`config.mk`:
```
export PLATFORM = sky130hd
export DESIGN_NAME = gaussian_wrapper
export DESIGN_NICKNAME = d
export VERILOG_FILES = /design/src/rtl/blur_pkg.sv /design/src/rtl/gaussian_wrapper.sv /design/src/rtl/gaussian.sv
export VERILOG_INCLUDE_DIRS = /design/src /design/src/include
export SDC_FILE = /design/constraint.sdc
export NUM_CORES = 1
export LEC_CHECK = 0
export BUFFER_PORTS_ARGS = -buffer_cell sky130_fd_sc_hd__buf_2
export CORE_ASPECT_RATIO = 0.9
export CORE_MARGIN = 3
export CORE_UTILIZATION = 55
export CTS_BUF_LIST = sky130_fd_sc_hd__clkbuf_4 sky130_fd_sc_hd__clkbuf_8 sky130_fd_sc_hd__clkbuf_16
export CTS_CLUSTER_DIAMETER = 40
export CTS_CLUSTER_SIZE = 10
export DETAILED_ROUTE_END_ITERATION = 10
export HOLD_SLACK_MARGIN = 0.06
export PLACE_DENSITY = 0.81
export SETUP_SLACK_MARGIN = 0.5
export SKIP_CTS_REPAIR_TIMING = 1
export SYNTH_ARGS = -nofsm -noshare
export SYNTH_HDL_FRONTEND = slang
export SYNTH_HIERARCHICAL = 1
export SYNTH_SLANG_ARGS = --single-unit
```
`constraint.sdc`:
```
create_clock -name clk -period 6.85 [get_ports clk]
set_input_delay 1.37 -clock clk [delete_from_list [all_inputs] [get_ports clk]]
set_output_delay 1.37 -clock clk [all_outputs]
set_load 0.1 [all_outputs]
```
`src/include/blur_config.svh`:
```
// blur accelerator configuration
`ifndef BLUR_CONFIG_SVH
`define BLUR_CONFIG_SVH

// image geometry
`define BLUR_PIXELS    8
`define BLUR_PIXEL_W   8
`define BLUR_MAX_ROWS  64
`define BLUR_ROW_AW    6

// axi4-lite register map
`define BLUR_REG_CTRL   12'h000
`define BLUR_REG_STATUS 12'h004
`define BLUR_REG_ROWS   12'h008
`define BLUR_WIN_IN     12'h400 // input rows, 8 bytes each
`define BLUR_WIN_OUT    12'h800 // filtered rows, read only

`endif
```
`src/rtl/blur_pkg.sv`:
```
// blur accelerator shared types
`default_nettype none

`include "blur_config.svh"

package blur_pkg;

  typedef logic [`BLUR_PIXEL_W-1:0] pixel_t;
  typedef pixel_t [`BLUR_PIXELS-1:0] row_t;   // pixel 0 in the low byte

  typedef logic [`BLUR_ROW_AW-1:0] row_idx_t;
  typedef logic [`BLUR_ROW_AW:0]   row_cnt_t; // up to 64 rows

  typedef logic [11:0] axi_addr_t;
  typedef logic [31:0] axi_data_t;

  typedef enum logic [1:0] {
    OKAY   = 2'b00,
    SLVERR = 2'b10
  } axi_resp_t;

endpackage : blur_pkg

`default_nettype wire

```
`src/rtl/gaussian_wrapper.sv`:
```
// gaussian row sequencer
`timescale 1ns/10ps
`default_nettype none

module gaussian_wrapper
  import blur_pkg::*;
(
  input  logic     clk,
  input  logic     reset,
  input  logic     start,
  input  row_cnt_t num_rows,
  output logic     busy,
  output logic     finish,
  output logic     rd_req,
  output row_idx_t rd_row,
  input  logic     rd_full,
  input  logic     rd_valid,
  input  row_t     rd_data,
  output logic     wr_en,
  output row_idx_t wr_row,
  output row_t     wr_data
);

  typedef enum logic [1:0] {START, RUN, FINISH} wrapper_state_t;

  wrapper_state_t state;
  row_idx_t       read_offset;
  row_idx_t       count_write;
  row_idx_t       last_row;   // latched at start
  logic           rd_accept;
  logic           rd_last;
  logic           resp_last;  // last mark beside the buffer response
  logic           wr_done;
  logic           valid_in;
  logic           last_in;
  row_t           data_in;
  logic           valid_out;
  row_t           data_out;

  gaussian u_gaussian (
    .clk       (clk),
    .reset     (reset),
    .valid_in  (valid_in),
    .last_in   (last_in),
    .data_in   (data_in),
    .valid_out (valid_out),
    .data_out  (data_out)
  );

  // ****************************************
  // read sequencer
  // ****************************************
  assign rd_req    = (state == RUN);
  assign rd_row    = read_offset;
  assign rd_accept = rd_req & ~rd_full;
  assign rd_last   = (read_offset == last_row);
  assign busy      = (state != START);

  always_ff @(posedge clk or posedge reset) begin
    if (reset) begin
      state       <= START;
      read_offset <= '0;
      last_row    <= '0;
    end else begin
      case (state)
        START: begin
          if (start) begin
            read_offset <= '0;
            last_row    <= row_idx_t'(num_rows - 1'b1);
            state       <= RUN;
          end
        end
        RUN: begin
          if (rd_accept) begin
            read_offset <= read_offset + 1'b1;
            if (rd_last) begin
              state <= FINISH;
            end
          end
        end
        FINISH: begin
          if (wr_done) begin
            state <= START;
          end
        end
        default: state <= START;
      endcase
    end
  end

  // response registered once more
  always_ff @(posedge clk or posedge reset) begin
    if (reset) begin
      resp_last <= 1'b0;
      valid_in  <= 1'b0;
      last_in   <= 1'b0;
    end else begin
      resp_last <= rd_accept & rd_last;
      valid_in  <= rd_valid;
      last_in   <= rd_valid & resp_last;
    end
  end

  always_ff @(posedge clk) begin
    data_in <= rd_data;
  end

  // ****************************************
  // output rows and finish
  // ****************************************
  assign wr_en   = valid_out;
  assign wr_row  = count_write;
  assign wr_data = data_out;
  assign wr_done = valid_out & (count_write == last_row) & (state == FINISH);

  always_ff @(posedge clk or posedge reset) begin
    if (reset) begin
      finish      <= 1'b0;
      count_write <= '0;
    end else if (state == START && start) begin
      finish      <= 1'b0;
      count_write <= '0;
    end else begin
      finish      <= finish | wr_done; // sticky
      count_write <= count_write + valid_out;
    end
  end

endmodule : gaussian_wrapper

`default_nettype wire

```
`src/rtl/gaussian.sv`:
```
// 3x3 gaussian row filter
`timescale 1ns/10ps
`default_nettype none

`include "blur_config.svh"

module gaussian
  import blur_pkg::*;
(
  input  logic clk,
  input  logic reset,
  input  logic valid_in,
  input  logic last_in,
  input  row_t data_in,
  output logic valid_out,
  output row_t data_out
);

  localparam int N = `BLUR_PIXELS;

  row_t prev_row;   // upper neighbor of cur_row
  row_t cur_row;
  logic cur_valid;
  logic flush;      // last row still to be emitted
  logic emit;
  row_t lower_row;

  // ****************************************
  // kernel 1 2 1 / 2 4 2 / 1 2 1
  // ****************************************

  // horizontal pass, columns clamped at both ends
  function automatic logic [9:0] h_sum(row_t row, int c);
    int l;
    int r;
    l = (c == 0) ? 0 : c - 1;
    r = (c == N - 1) ? N - 1 : c + 1;
    return {2'b00, row[l]} + {1'b0, row[c], 1'b0} + {2'b00, row[r]};
  endfunction

  function automatic row_t blur(row_t up, row_t mid, row_t dn);
    row_t        res;
    logic [11:0] sum;
    for (int c = 0; c < N; c++) begin
      sum = {2'b00, h_sum(up, c)} + {1'b0, h_sum(mid, c), 1'b0} + {2'b00, h_sum(dn, c)};
      sum = sum + 12'd8; // round half up
      res[c] = sum[11:4];
    end
    return res;
  endfunction

  // ****************************************
  // row window
  // ****************************************
  assign emit      = flush | (valid_in & cur_valid);
  assign lower_row = flush ? cur_row : data_in; // last row clamps below

  always_ff @(posedge clk or posedge reset) begin
    if (reset) begin
      cur_valid <= 1'b0;
      flush     <= 1'b0;
      valid_out <= 1'b0;
    end else begin
      valid_out <= emit;
      flush     <= valid_in & last_in;
      if (valid_in) begin
        cur_valid <= 1'b1;
      end else if (flush) begin
        cur_valid <= 1'b0; // back to expecting a first row
      end
    end
  end

  always_ff @(posedge clk) begin
    if (emit) begin
      data_out <= blur(prev_row, cur_row, lower_row);
    end
    if (valid_in) begin
      // first row is its own upper neighbor
      prev_row <= (cur_valid && !flush) ? cur_row : data_in;
      cur_row  <= data_in;
    end
  end

endmodule : gaussian

`default_nettype wire

```
==> impl_metrics.py <==
metrics = {
    "synthesis": {
        "synthCells": 2048,
        "avgSynthCellArea_um2": 12.12,
        "synth-warning-count": 6,
        "ys_ff_latch": 283,
        "synth_fp_nets": 2712,
        "yosys_most_used_dff": "edfxtp_1",
        "synth-seq-area-share_pct": 31.12,
        "netlist_area_um2": 24820,
        "synth-edff-count": 192,
        "async_flop_share_pct": 9.541,
        "yosysUniqueCellTypes": 75,
    },
    "global_routing": {
        "grt-ovfl-total": 0,
        "grt_pass1_vias": 18005,
        "grt_pass1_wl_um": 95860,
        "grt_usage_pct": 25.50,
        "grt_max_degree": 66,
        "grt_antenna_before_repair": 7,
    },
    "clock_network": {
        "cts.path.max_buffers": 3,
        "cts_max_level": 2,
        "clk_pin_slew_ns": 0.05,
        "clk_latency_ns": 0.63,
        "clock-sinks": 283,
        "cts_made_buffers": 57,
        "root_buffer": "clkbuf_16",
        "cts_tree": "done",
    },
    "cells_and_area": {
        "diodes": 0,
        "drive_above_1_share_pct": 15.46,
        "fillers": 3221,
        "fin_nets": 2917,
        "layout_common_cells": "inv_1 (483), fa_1 (368), ha_1 (220)",
        "final_common_cell": "inv_1",
        "area_growth_syn_to_layout_pct": 14.24,
    },
    "critical_path": {
        "worstSetupEndpointType": "flip-flop",
        "reg2reg_from": "u_gaussian/cur_row[25]$_DFFE_PP_",
        "cp.required_ns": 7.19,
        "path_max_fanout": 5,
        "crit_path_start_kind": "flip-flop",
        "reg2reg_slack_ns": 0.62,
        "crit_arrival_ns": 6.57,
        "criticalPathCategory": "reg -> reg",
        "crit_start": "u_gaussian/cur_row[25]$_DFFE_PP_",
    },
    "placement": {
        "io_buffer_count": 154,
        "gp_congestion": 0.8933,
        "place_hpwl_um": 45040,
    },
    "floorplan": {
        "die_h_um": 207.5,
        "core_region_area_um2": 44390,
        "initial_core_util_pct": 55.91,
        "pin_count": 156,
        "num_rows": 73,
        "chipWidth_um": 229.9,
        "die-area_um2": 47710,
    },
    "sta": {
        "maxSlewViolCount": 0,
        "tightest_slew_ns": 1.083,
        "max_freq_ghz": 0.1606,
        "tns_ns": 0,
        "setup_viol": 0,
        "rsz0062_at_grt": "yes",
        "skew_ns": 0.02660,
        "period_needed_ns": 6.225,
        "relSlewSlack_pct": 27.79,
        "period_share_pct": 90.88,
        "hold_violations": 0,
    },
    "drt": {
        "vias": 16025,
        "drc_errors": 0,
        "drt_iter0_drc": 1091,
        "drt-pass1-iter-count": 5,
        "via_per_inst": 5.522,
        "wire_per_inst_um": 20.05,
        "drt-total-wl_um": 58200,
        "ant_nets": 0,
    },
    "flow_run": {
        "drv_cap": 0,
    },
    "outcome": {
        "outcome": "finished, final reports clean",
    },
    "min_path": {
        "min-delay-start": "data_in[30]$_DFF_P_",
        "hp-class": "reg -> reg",
    },
}
worst paths after layout:
| path | endpoint | depth (start not counted) |
|---|---|---|
| worst min-delay path | u_gaussian/cur_row[30]$_DFFE_PP_ | 0 |
| worst max-delay path | u_gaussian/data_out[39]$_DFFE_PP_ | 19 |
| min in group asynchronous | u_gaussian/cur_valid$_DFFE_PP0P_ | 2 |
| worst min register to register | u_gaussian/cur_row[30]$_DFFE_PP_ | 0 |
| max in group asynchronous | valid_in$_DFF_PP0_ | 2 |
| worst max register to register | u_gaussian/data_out[39]$_DFFE_PP_ | 19 |
cell families (layout without fill, tap and decap cells):
logic type | Yosys count | after routing | share of synthesized area, %
flip-flops | 283 | 283 | 31.12
multiplexers | 129 | 129 | 5.677
XOR/XNOR | 113 | 113 | 3.988
AND/OR/NAND/NOR | 201 | 201 | 4.381
adder cells (fa/ha/maj) | 588 | 588 | 40.78
buffers and inverters | 500 | 754 | 7.734
AO/OA/AOI/OAI | 234 | 234 | 6.323
flip-flops by register name (all words and copies together), names as in the netlist, 2 cells and up:
register,cells
data_in,64
last_row,6
rd_row,6
state,2
u_gaussian/cur_row,64
u_gaussian/data_out,64
u_gaussian/prev_row,64
wr_row,6
worst max-delay path, cell delays in order (launching register included):
cell and delay, ns:
edfxtp_1 0.54, fa_1 0.52, ha_1 0.27, fa_1 0.49, a21o_1 0.18, a21oi_1 0.38, o21bai_1 0.14, a21oi_1 0.20
xnor2_1 0.17, fa_1 0.45, ha_1 0.33, fa_1 0.54, inv_1 0.06, fa_1 0.53, inv_1 0.04, ha_1 0.32
nand3_1 0.10, o21ai_1 0.38, and4_1 0.26, nor3_1 0.05
through the flow:
step	hold slack (ns)	setup slack, ns	utilization, %	cell area, um2	std cells
2_1_floorplan	0.4191	1.335	-	24820	2048
3_3_place_gp	0.4361	0.8118	59.25	26300	2791
3_5_place_dp	0.4435	0.6323	59.25	26300	2791
4_1_cts	0.4602	0.6109	63.74	28300	2899
5_1_grt	0.4663	0.4132	63.87	28350	2902
6_report	0.4514	0.6250	63.87	28350	2902
Yosys cell counts, types with 3 or more instances:
| cell type | n | area (um2) |
|---|---|---|
| a211oi_1 | 23 | 172.7 |
| a21boi_0 | 7 | 52.55 |
| a21o_1 | 22 | 165.2 |
| a21oi_1 | 63 | 315.3 |
| a221oi_2 | 3 | 45.04 |
| a311oi_1 | 4 | 35.03 |
| a31oi_1 | 6 | 37.54 |
| and2_1 | 6 | 37.54 |
| and3_1 | 4 | 25.02 |
| and4b_1 | 3 | 30.03 |
| buf_2 | 10 | 50.05 |
| buf_4 | 4 | 30.03 |
| dfrtp_1 | 27 | 675.7 |
| dfxtp_1 | 64 | 1281 |
| edfxtp_1 | 192 | 5766 |
| fa_1 | 368 | 7367 |
| ha_1 | 220 | 2753 |
| inv_1 | 483 | 1813 |
| mux2_1 | 38 | 427.9 |
| mux2_2 | 52 | 585.6 |
| mux2i_1 | 38 | 380.4 |
| nand2_1 | 31 | 116.4 |
| nand3_1 | 20 | 100.1 |
| nand3b_1 | 7 | 52.55 |
| nand4_1 | 4 | 25.02 |
| nand4b_1 | 4 | 35.03 |
| nor2_1 | 41 | 153.9 |
| nor2b_1 | 21 | 131.4 |
| nor3_1 | 23 | 115.1 |
| nor4_1 | 12 | 75.07 |
| o211ai_1 | 3 | 22.52 |
| o21a_1 | 9 | 67.56 |
| o21ai_0 | 23 | 115.1 |
| o21ai_1 | 19 | 95.09 |
| o21ba_2 | 4 | 40.04 |
| o21bai_1 | 18 | 135.1 |
| o311ai_0 | 4 | 35.03 |
| o41ai_1 | 3 | 26.28 |
| or2_2 | 5 | 31.28 |
| or4_1 | 5 | 37.54 |
| xnor2_1 | 86 | 753.2 |
| xor2_1 | 27 | 236.5 |
per-layer routing:
layer | GRT usage (%) | wire, um | vias up
met3 | 6.655 | 5070 | 164
met1 | 34.11 | 23820 | 8042
met4 | 8.770 | 1926 | 14
li1 | - | - | 7163
met5 | 0 | 83 | -
met2 | 40.74 | 27300 | 642
final cells by class:
cell class / instances / area, um2 / share of cell area [%]
clock inverters: 34 / 376.6 / 1.328
inverters: 483 / 1813 / 6.395
repair buffers: 163 / 838.3 / 2.957
clock buffers: 74 / 1620 / 5.715
well taps: 600 / 750.7 / 2.648
flip-flops and latches: 283 / 7730 / 27.27
multi-input cells: 1265 / 15220 / 53.69
Power is left out: the tool's default activity adds up to more than one toggle a clock period on the data nets, which glitch-free logic cannot reach.
