**config.mk**
```make
export PLATFORM = sky130hd
export DESIGN_NAME = blur_csr
export DESIGN_NICKNAME = d
export VERILOG_FILES = /design/src/rtl/blur_pkg.sv /design/src/rtl/blur_csr.sv
export VERILOG_INCLUDE_DIRS = /design/src /design/src/include
export SDC_FILE = /design/constraint.sdc
export NUM_CORES = 1
export LEC_CHECK = 0
export ABC_AREA = 1
export BUFFER_PORTS_ARGS = -buffer_cell sky130_fd_sc_hd__buf_2
export CORE_AREA = 8 8 125 127
export CTS_CLUSTER_DIAMETER = 60
export DETAILED_ROUTE_END_ITERATION = 6
export DIE_AREA = 0 0 133 135
export GPL_ROUTABILITY_DRIVEN = 1
export SLEW_MARGIN = 0
export SYNTH_ARGS = -nofsm -noshare
export SYNTH_HDL_FRONTEND = slang
export SYNTH_SLANG_ARGS = --single-unit
```
**constraint.sdc**
```tcl
create_clock -name clk -period 1.56 [get_ports clk]
set_input_delay 0.078 -clock clk [delete_from_list [all_inputs] [get_ports clk]]
set_output_delay 0.078 -clock clk [all_outputs]
set_load 0.02 [all_outputs]
```
**src/include/blur_config.svh**
```systemverilog
// blur accelerator configuration
`ifndef BLUR_CONFIG_SVH
`define BLUR_CONFIG_SVH

// image geometry
`define BLUR_PIXELS    8
`define BLUR_PIXEL_W   8
`define BLUR_MAX_ROWS  64
`define BLUR_ROW_AW    6

// axi4-lite register map
`define BLUR_REG_CTRL   12'h000
`define BLUR_REG_STATUS 12'h004
`define BLUR_REG_ROWS   12'h008
`define BLUR_WIN_IN     12'h400 // input rows, 8 bytes each
`define BLUR_WIN_OUT    12'h800 // filtered rows, read only

`endif
```
**src/rtl/blur_pkg.sv**
```systemverilog
// blur accelerator shared types
`default_nettype none

`include "blur_config.svh"

package blur_pkg;

  typedef logic [`BLUR_PIXEL_W-1:0] pixel_t;
  typedef pixel_t [`BLUR_PIXELS-1:0] row_t;   // pixel 0 in the low byte

  typedef logic [`BLUR_ROW_AW-1:0] row_idx_t;
  typedef logic [`BLUR_ROW_AW:0]   row_cnt_t; // up to 64 rows

  typedef logic [11:0] axi_addr_t;
  typedef logic [31:0] axi_data_t;

  typedef enum logic [1:0] {
    OKAY   = 2'b00,
    SLVERR = 2'b10
  } axi_resp_t;

endpackage : blur_pkg

`default_nettype wire

```
**src/rtl/blur_csr.sv**
```systemverilog
// axi4-lite control and status
`timescale 1ns/10ps
`default_nettype none

`include "blur_config.svh"

module blur_csr
  import blur_pkg::*;
(
  input  logic       clk,
  input  logic       reset,
  input  axi_addr_t  aw_addr,
  input  logic       aw_valid,
  output logic       aw_ready,
  input  axi_data_t  w_data,
  input  logic [3:0] w_strb,
  input  logic       w_valid,
  output logic       w_ready,
  output axi_resp_t  b_resp,
  output logic       b_valid,
  input  logic       b_ready,
  input  axi_addr_t  ar_addr,
  input  logic       ar_valid,
  output logic       ar_ready,
  output axi_data_t  r_data,
  output axi_resp_t  r_resp,
  output logic       r_valid,
  input  logic       r_ready,
  output logic       host_req,
  output logic       host_we,
  output logic       host_hi,
  output row_idx_t   host_row,
  output axi_data_t  host_wdata,
  input  axi_data_t  host_rdata,
  output row_idx_t   out_host_row,
  input  row_t       out_host_rdata,
  output logic       start,
  output row_cnt_t   num_rows,
  input  logic       busy,
  input  logic       finish
);

  localparam int WIN_AW = `BLUR_ROW_AW + 3; // 8 bytes per row
  localparam int HALF   = `BLUR_PIXELS / 2;

  logic     wr_fire;
  logic     rd_fire;
  logic     wr_accept;
  logic     rd_accept;
  logic     wr_in_win;
  logic     rd_in_win;
  logic     rd_out_win;
  logic     wr_full;    // all byte lanes
  logic     rd_pend;    // waiting one cycle on memory
  logic     rd_from_out;
  logic     rd_hi;
  row_cnt_t wr_rows;

  function automatic logic in_window(axi_addr_t addr, axi_addr_t base);
    return addr[11:WIN_AW] == base[11:WIN_AW];
  endfunction

  assign wr_fire    = aw_valid & aw_ready & w_valid & w_ready;
  assign rd_fire    = ar_valid & ar_ready;
  assign wr_in_win  = in_window(aw_addr, `BLUR_WIN_IN);
  assign rd_in_win  = in_window(ar_addr, `BLUR_WIN_IN);
  assign rd_out_win = in_window(ar_addr, `BLUR_WIN_OUT);
  assign wr_full    = &w_strb;
  assign wr_rows    = w_data[`BLUR_ROW_AW:0];

  // writes go first when both channels knock
  assign wr_accept = aw_valid & w_valid & ~aw_ready & ~b_valid;
  assign rd_accept = ar_valid & ~ar_ready & ~r_valid & ~rd_pend & ~wr_accept;

  // ****************************************
  // buffer host port
  // ****************************************
  assign host_req     = (wr_fire & wr_in_win & wr_full) | (rd_fire & rd_in_win);
  assign host_we      = wr_fire;
  assign host_hi      = wr_fire ? aw_addr[2] : ar_addr[2];
  assign host_row     = wr_fire ? aw_addr[WIN_AW-1:3] : ar_addr[WIN_AW-1:3];
  assign host_wdata   = w_data;
  assign out_host_row = ar_addr[WIN_AW-1:3];

  // ****************************************
  // write channel
  // ****************************************
  always_ff @(posedge clk or posedge reset) begin
    if (reset) begin
      aw_ready <= 1'b0;
      w_ready  <= 1'b0;
      b_valid  <= 1'b0;
      b_resp   <= OKAY;
      start    <= 1'b0;
      num_rows <= row_cnt_t'(`BLUR_MAX_ROWS);
    end else begin
      aw_ready <= wr_accept;
      w_ready  <= wr_accept;
      start    <= 1'b0;
      if (b_valid && b_ready) begin
        b_valid <= 1'b0;
      end
      if (wr_fire) begin
        b_valid <= 1'b1;
        b_resp  <= OKAY;
        if (aw_addr == `BLUR_REG_CTRL) begin
          start <= w_strb[0] & w_data[0]; // one-cycle pulse
        end else if (aw_addr == `BLUR_REG_ROWS) begin
          if (w_strb[0] && wr_rows != '0 && wr_rows <= `BLUR_MAX_ROWS) begin
            num_rows <= wr_rows;
          end
        end else if (wr_in_win) begin
          if (!wr_full) begin
            b_resp <= SLVERR; // no partial row writes
          end
        end else if (aw_addr != `BLUR_REG_STATUS) begin
          b_resp <= SLVERR;
        end
      end
    end
  end

  // ****************************************
  // read channel
  // ****************************************
  always_ff @(posedge clk or posedge reset) begin
    if (reset) begin
      ar_ready    <= 1'b0;
      r_valid     <= 1'b0;
      r_resp      <= OKAY;
      r_data      <= '0;
      rd_pend     <= 1'b0;
      rd_from_out <= 1'b0;
      rd_hi       <= 1'b0;
    end else begin
      ar_ready <= rd_accept;
      if (r_valid && r_ready) begin
        r_valid <= 1'b0;
      end
      if (rd_fire) begin
        r_resp <= OKAY;
        if (rd_in_win || rd_out_win) begin
          rd_pend     <= 1'b1;
          rd_from_out <= rd_out_win;
          rd_hi       <= ar_addr[2];
        end else begin
          r_valid <= 1'b1;
          case (ar_addr)
            `BLUR_REG_CTRL:   r_data <= '0;
            `BLUR_REG_STATUS: r_data <= {30'd0, busy, finish};
            `BLUR_REG_ROWS:   r_data <= axi_data_t'(num_rows);
            default: begin
              r_data <= '0;
              r_resp <= SLVERR;
            end
          endcase
        end
      end
      if (rd_pend) begin
        rd_pend <= 1'b0;
        r_valid <= 1'b1;
        if (rd_from_out) begin
          r_data <= rd_hi ? out_host_rdata[HALF +: HALF] : out_host_rdata[0 +: HALF];
        end else begin
          r_data <= host_rdata;
        end
      end
    end
  end

endmodule : blur_csr

`default_nettype wire

```
==> results by group, run 1 <==
Logic synthesis
  – Ys async rst share: 100%
  – Top_reg_cell synth: dfrtp_1
  – Post-synth EDFFs: 0
  – Fraction of the mapped netlist area in adder cells: 0%
  – Compound-Gate Fraction of Synth Area: 10.9%
  – Ys Warns: 0
  – Distinct cells, synth: 35
  – Synthesized area: 0.00331 mm2
  – #FFs+latches synth: 49
  – Most used standard cell by instance count after synthesis: nand2_1
  – Post-synthesis mux area share: 0%
  – Largest family of logic cells by synthesized area: simple AND/OR/NAND/NOR gates
  – Top cells by area, synth: dfrtp_1 (36%), nand2_1 (21%), buf_4 (9.5%), o21ai_0 (7.6%), nor2_1 (5.6%)
  – Syn avg cell area: 6.85 um2
  – Yosys top cell area share: 36.3%
  – XOR/XNOR Fraction of Synth Area: 0.492%
  – Leading area contributor after synthesis: dfrtp_1
  – Synth top cells by count: nand2_1 (189), o21ai_0 (50), nor2_1 (49), dfrtp_1 (48), buf_4 (42)
  – Synth Area in Simple Gates: 36.7%
  – Post-Synthesis Cells: 483
  – Seq/Total Area, Yosys: 37.1%

Clocking
  – Clock Tree Root: clkbuf_16
  – CTS Buffer Depth: 2
  – Clock latency on the worst-skew pair: 0.28 ns
  – Sink Count: 49
  – Clock-pin slew on the worst setup and hold paths: 0.07 ns
  – Inserted Clock Buffers: 5
  – CTS tree: yes
  – CTS H-Tree Depth: 2

Power
  – P_leak: 0.00257 uW
  – Sw Ratio: 40.1%
  – Total power: 4750 uW
  – Clock share of power: 23.1%
  – NetSw: 1910 uW
  – Flop pwr share: 33.8%
  – PwrDens: 1060 mW/mm2
  – Worst IR drop on VDD: 0.466 mV
  – Logic pwr share: 43.1%
  – Int Power: 2850 uW

GRT
  – Total congestion overflow: 0
  – Total global-route track usage: 13.5%
  – Global-route wire length before repair: 19.6 mm
  – Largest net degree at the start of global routing: 50
  – Vias in the first global route: 3,857
  – Antenna violations before repair: 0

Status
  – Status: completed

Routing
  – Post-DRT Antenna Nets: 0
  – WL final: 12.3 mm
  – Starting DRT DRC Count: 149
  – Vias per cell: 4.32
  – DR WL/cell: 14.7 um
  – DR DRC count: 0
  – Detailed-router iteration count before antenna repair: 4
  – DR vias: 3,602

Place
  – DP HPWL: 9.79 mm
  – IO Port Bufs: 208
  – Area after DPL: 0.00429 mm2
  – Placer Congestion: 0.773

Critical path
  – Endpoint class of the critical path: output pin
  – Arr. time, crit path: 1.35 ns
  – Crit path launch type: flip-flop
  – Crit path required time: 1.48 ns
  – Crit Path Category: reg2out
  – CP Max Fanout: 8

Floorplanning
  – Die W: 133 um
  – Core area: 0.0136 mm2
  – I/O pins: 261
  – Row count: 43
  – Die ar.: 0.0180 mm2
  – Die height: 135 um
  – Initial Utilization: 24.3%

Layout
  – Final core utilization: 32.9%
  – Ant diodes: 0
  – Post-layout nets: 819
  – Area Growth Syn to Fin: 35.4%
  – Post-route cell area: 0.00448 mm2
  – Fraction of layout cells with a size suffix above 1: 37.8%

STA
  – Pins Over Slew Limit: 0
  – Tmin final: 1.43 ns
  – Finish-stage setup viols: 0
  – Period Utilization, post-route: 91.6%
  – Worst clock skew: 0.00410 ns
  – Max Clock Freq: 700 MHz
  – Unrepaired setup endpoints after global routing: no
  – Hold WS: 0.0329 ns
  – Setup TNS: 0 ns
  – Fin. Hold Viols: 0

Flow run
  – Max-cap viol count: 0

Min path
  – Worst min-delay path class: in2reg
[path summary, 6_finish.rpt]
check / startpoint / to / slack (ns) / cells past startpoint
setup / recovery: w_ready / host_hi / 0.13 / 6
hold / removal: ar_valid / ar_ready / 0.03 / 3
setup reg to reg: ar_ready / r_data[14] / 0.21 / 8
hold reg to reg: ar_ready / ar_ready / 0.45 / 1
max in group asynchronous: reset / num_rows[6] / 0.89 / 4
min in group asynchronous: reset / r_data[14] / 0.39 / 4
[state kept, by name (all words and copies together), names as in the netlist]
signal / flops
r_data: 32
num_rows: 7
ar_ready: 1
b_resp: 1
b_valid: 1
r_resp: 1
r_valid: 1
rd_from_out: 1
rd_hi: 1
rd_pend: 1
start: 1
w_ready: 1
[critical path, cell delays in order (launching register included)]
cell and delay (ns):
dfrtp_1 0.41, nand3_2 0.11, clkinv_2 0.09, buf_4 0.17, nand2_1 0.05, o21ai_0 0.07
buf_4 0.16
[layer usage]
layer | share of wire, % | up-vias | GRT usage (%)
li1 | - | 1837 | -
met1 | 43 | 1621 | 15.7
met5 | 0 | - | 0
met2 | 49 | 134 | 23.8
met3 | 6.9 | 10 | 3.64
met4 | 1.1 | 0 | 3.66
[layout make-up]
class / instances / area, um2
Timing Repair Buffer: 224 / 1220
Inverter: 16 / 63.8
Tap cell: 180 / 225
Fill cell: 1535 / 9130
Sequential cell: 49 / 1230
Multi-Input combinational cell: 358 / 1600
Clock buffer: 7 / 143
[power groups by stage]
stage | Clock [uW] | Sequential, uW | Combinational, uW
global route | 1190 | 1640 | 2300
CTS | 1150 | 1610 | 2080
finish | 1100 | 1610 | 2050
detailed placement | 0 | 1630 | 2070
global placement | 0 | 1630 | 2060
floorplan | 0 | 1860 | 1090
[timing repair]
action | CTS | global route
endpoints found under the setup margin | 0 | 3
resized for setup | 0 | 7
setup buffers | 0 | 0
hold endpoints to repair | 50 | 0
hold buffers | 3 | 0
[stage by stage]
| step | setup WS [ns] | instances |
|---|---|---|
| floorplan | 0.153 | 484 |
| global placement | 0.0272 | 824 |
| detailed placement | 0.0560 | 824 |
| global route | 0.00885 | 834 |
| CTS | 0.0208 | 834 |
| finish | 0.131 | 834 |
[kinds of logic (layout without fill, tap and decap cells)]
| family | count (synthesis) | count (layout) |
|---|---|---|
| flip-flops | 49 | 49 |
| AND/OR/NAND/NOR | 286 | 286 |
| other | 1 | 2 |
| buffers and inverters | 77 | 247 |
| AO/OA/AOI/OAI | 69 | 69 |
| XOR/XNOR | 1 | 1 |
[placed cells by master, fill, tap and decap left out, drive strengths merged]
cell type,instances
buf,221
nand2,194
o21ai,62
nor2,55
dfrtp,48
nand3,28
inv,14
clkbuf,7
o211ai,5
dlygate4sd3,3
nor3,3
nor3b,2
conb,2
clkinv,2
nand4,1
xor2,1
nand3b,1
nor4,1
or2,1
a21oi,1
o21a,1
dfstp,1
Note: power is estimated with default switching activity, not from simulation.
==> run 2, diff against run 1 <==
- clock period: 1.56 -> 1.6 ns (I/O delays scaled with it)
==> run 2 against run 1 <==
Power up 0.80%. Worst setup slack better by 0.0076 ns. Clock skew up 0.0011 ns. Cell area grew 0.59%. Non-clock buffer count up 2. Core utilization up 0.19 points. Global-route usage up 0.13 points. Sequential share of layout area fell by 0.16 points. Critical endpoint unchanged. Largest power group unchanged. Highest routed layer unchanged.
==> results by group, run 2 (synthesized netlist as in run 1, its figures left out) <==
Status
  – Status: completed

Routing
  – Starting DRT DRC Count: 126
  – Post-DRT Antenna Nets: 0
  – Metal-1 WL: 5.22 mm
  – DR vias: 3,584
  – Routed wl met2: 6.23 mm
  – WL final: 12.5 mm
  – DR WL/cell: 14.9 um
  – Vias per cell: 4.28
  – Met3 wire length: 874 um
  – DR DRC count: 0
  – Top layer reached by signal wires: met4
  – Detailed-router iteration count before antenna repair: 4

Power
  – Total power: 4790 uW
  – Worst IR drop on VDD: 0.447 mV
  – P_leak: 0.00259 uW
  – PwrDens: 1060 mW/mm2

GRT
  – Vias in the first global route: 3,722
  – Total congestion overflow: 0
  – Total global-route track usage: 13.6%
  – Largest net degree at the start of global routing: 34
  – Antenna violations before repair: 0
  – Global-route wire length before repair: 19.6 mm

Critical path
  – CP top delay family: buffers and inverters
  – Crit path required time: 1.52 ns
  – Crit path launch type: flip-flop
  – CP max stage cell: dfrtp_1
  – Worst R2R End: r_data[1]
  – Worst reg2reg path depth: 8
  – Crit Path Category: reg2out
  – Buf/Inv on CP: 3
  – CP Cell Sequence: nand3_2, clkinv_2, buf_4, nand2_1, o21ai_0, buf_4
  – Arr. time, crit path: 1.38 ns
  – Max incr delay on CP: 0.42 ns
  – Endpoint class of the critical path: output pin
  – CP dominant cell by count: buf_4
  – CP Max Fanout: 8
  – R2r startpoint: rd_from_out
  – R2R Setup Slk: 0.18 ns

Floorplanning
  – Die height: 135 um
  – Die W: 133 um
  – Core area: 0.0136 mm2
  – Die ar.: 0.0180 mm2
  – Row count: 43
  – Initial Utilization: 24.3%
  – I/O pins: 261

Clocking
  – CTS Buffer Depth: 2
  – Clock latency on the worst-skew pair: 0.29 ns
  – Sink Count: 49
  – CTS H-Tree Depth: 2
  – Clock-pin slew on the worst setup and hold paths: 0.07 ns
  – Inserted Clock Buffers: 5
  – Post-CTS setup repair buffer count: 0
  – Clock Tree Root: clkbuf_16
  – CTS tree: yes

Place
  – Placer Congestion: 0.771
  – Setup WS pre-CTS: 0.0772 ns
  – IO Port Bufs: 208
  – DP HPWL: 10.2 mm
  – Area after DPL: 0.00429 mm2
  – Post-Place Cells: 826

STA
  – Finish-stage setup viols: 0
  – Final setup margin: 0.139 ns
  – Fin. Hold Viols: 0
  – Tmin final: 1.46 ns
  – Pins Over Slew Limit: 0
  – Max Clock Freq: 684 MHz
  – Setup TNS: 0 ns
  – Period Utilization, post-route: 91.3%
  – Worst clock skew: 0.00518 ns
  – Unrepaired setup endpoints after global routing: no

Layout
  – Fraction of layout cells with a size suffix above 1: 38.2%
  – Fillers: 1,519
  – Biggest regs: r_data (32), num_rows (7)
  – Ant diodes: 0
  – Post-layout nets: 821
  – Post-route cell area: 0.00451 mm2
  – Most frequent cells in the layout: buf_2 (207), nand2_1 (189), nor2_1 (49), o21ai_0 (49), dfrtp_1 (48)
  – Max reg flops: 32
  – Largest Register: r_data
  – Area Growth Syn to Fin: 36.2%
  – Final Instance Count excl. Fillers: 837
  – Register area: 0.00123 mm2
  – Multi-input logic area: 0.00160 mm2
  – Commonest non-fill, non-tap cell in the layout: buf_2

Flow run
  – Max-cap viol count: 0

Min path
  – Worst Hold Path EP: ar_ready
  – Worst hold path startpoint: ar_valid
  – Worst min-delay path class: in2reg
  – Hold depth: 3
run 2: stage by stage:
stage | hold slack [ns] | utilization, %
after floorplan | 0.176 | -
after global placement | 0.0807 | 31.5
after detailed placement | 0.0793 | 31.5
after CTS | 0.0250 | 33.0
after global routing | 0.0271 | 33.1
final | 0.0312 | 33.1
run 2: what timing repair did:
action	CTS	global route
hold endpoints to repair	14	0
hold buffers	3	0
resized for setup	0	4
setup endpoints to repair	0	3
run 2: worst max path at each step:
stage / from / end / slack, ns / cells past startpoint
global route: w_ready / host_hi / 0.006 / 6
floorplan: w_ready / host_req / 0.19 / 3
CTS: rd_from_out / r_data[1] / 0.06 / 8
detailed placement: rd_from_out / r_data[1] / 0.08 / 8
finish: w_ready / host_hi / 0.14 / 6
global placement: rd_from_out / r_data[1] / 0.13 / 8
run 2: power breakdown:
| part | switching, uW | total, uW | internal, uW | leakage (uW) |
|---|---|---|---|---|
| registers | 125 | 1570 | 1440 | 0.000658 |
| clock network | 469 | 1250 | 782 | 0.0000841 |
| logic | 1280 | 1970 | 693 | 0.00185 |
| total | 1870 | 4790 | 2920 | 0.00259 |
run 2: final cells by class:
class / instances / share of cell area [%]
multi-input cells: 358 / 35.6
clock inverters: 1 / 0.666
flip-flops and latches: 49 / 27.2
repair buffers: 226 / 26.9
well taps: 180 / 5.00
inverters: 16 / 1.50
clock buffers: 7 / 3.16
run 2: worst min-delay path, delay by kind of cell:
family	cells	cell delay, ns
buf+inv	1	0.11
simple gates	2	0.10
run 2: metal layers:
metal	vias up	track usage, %
met5	-	0
met4	0	4.04
met3	12	4.01
met2	127	23.7
met1	1608	15.8
li1	1837	-
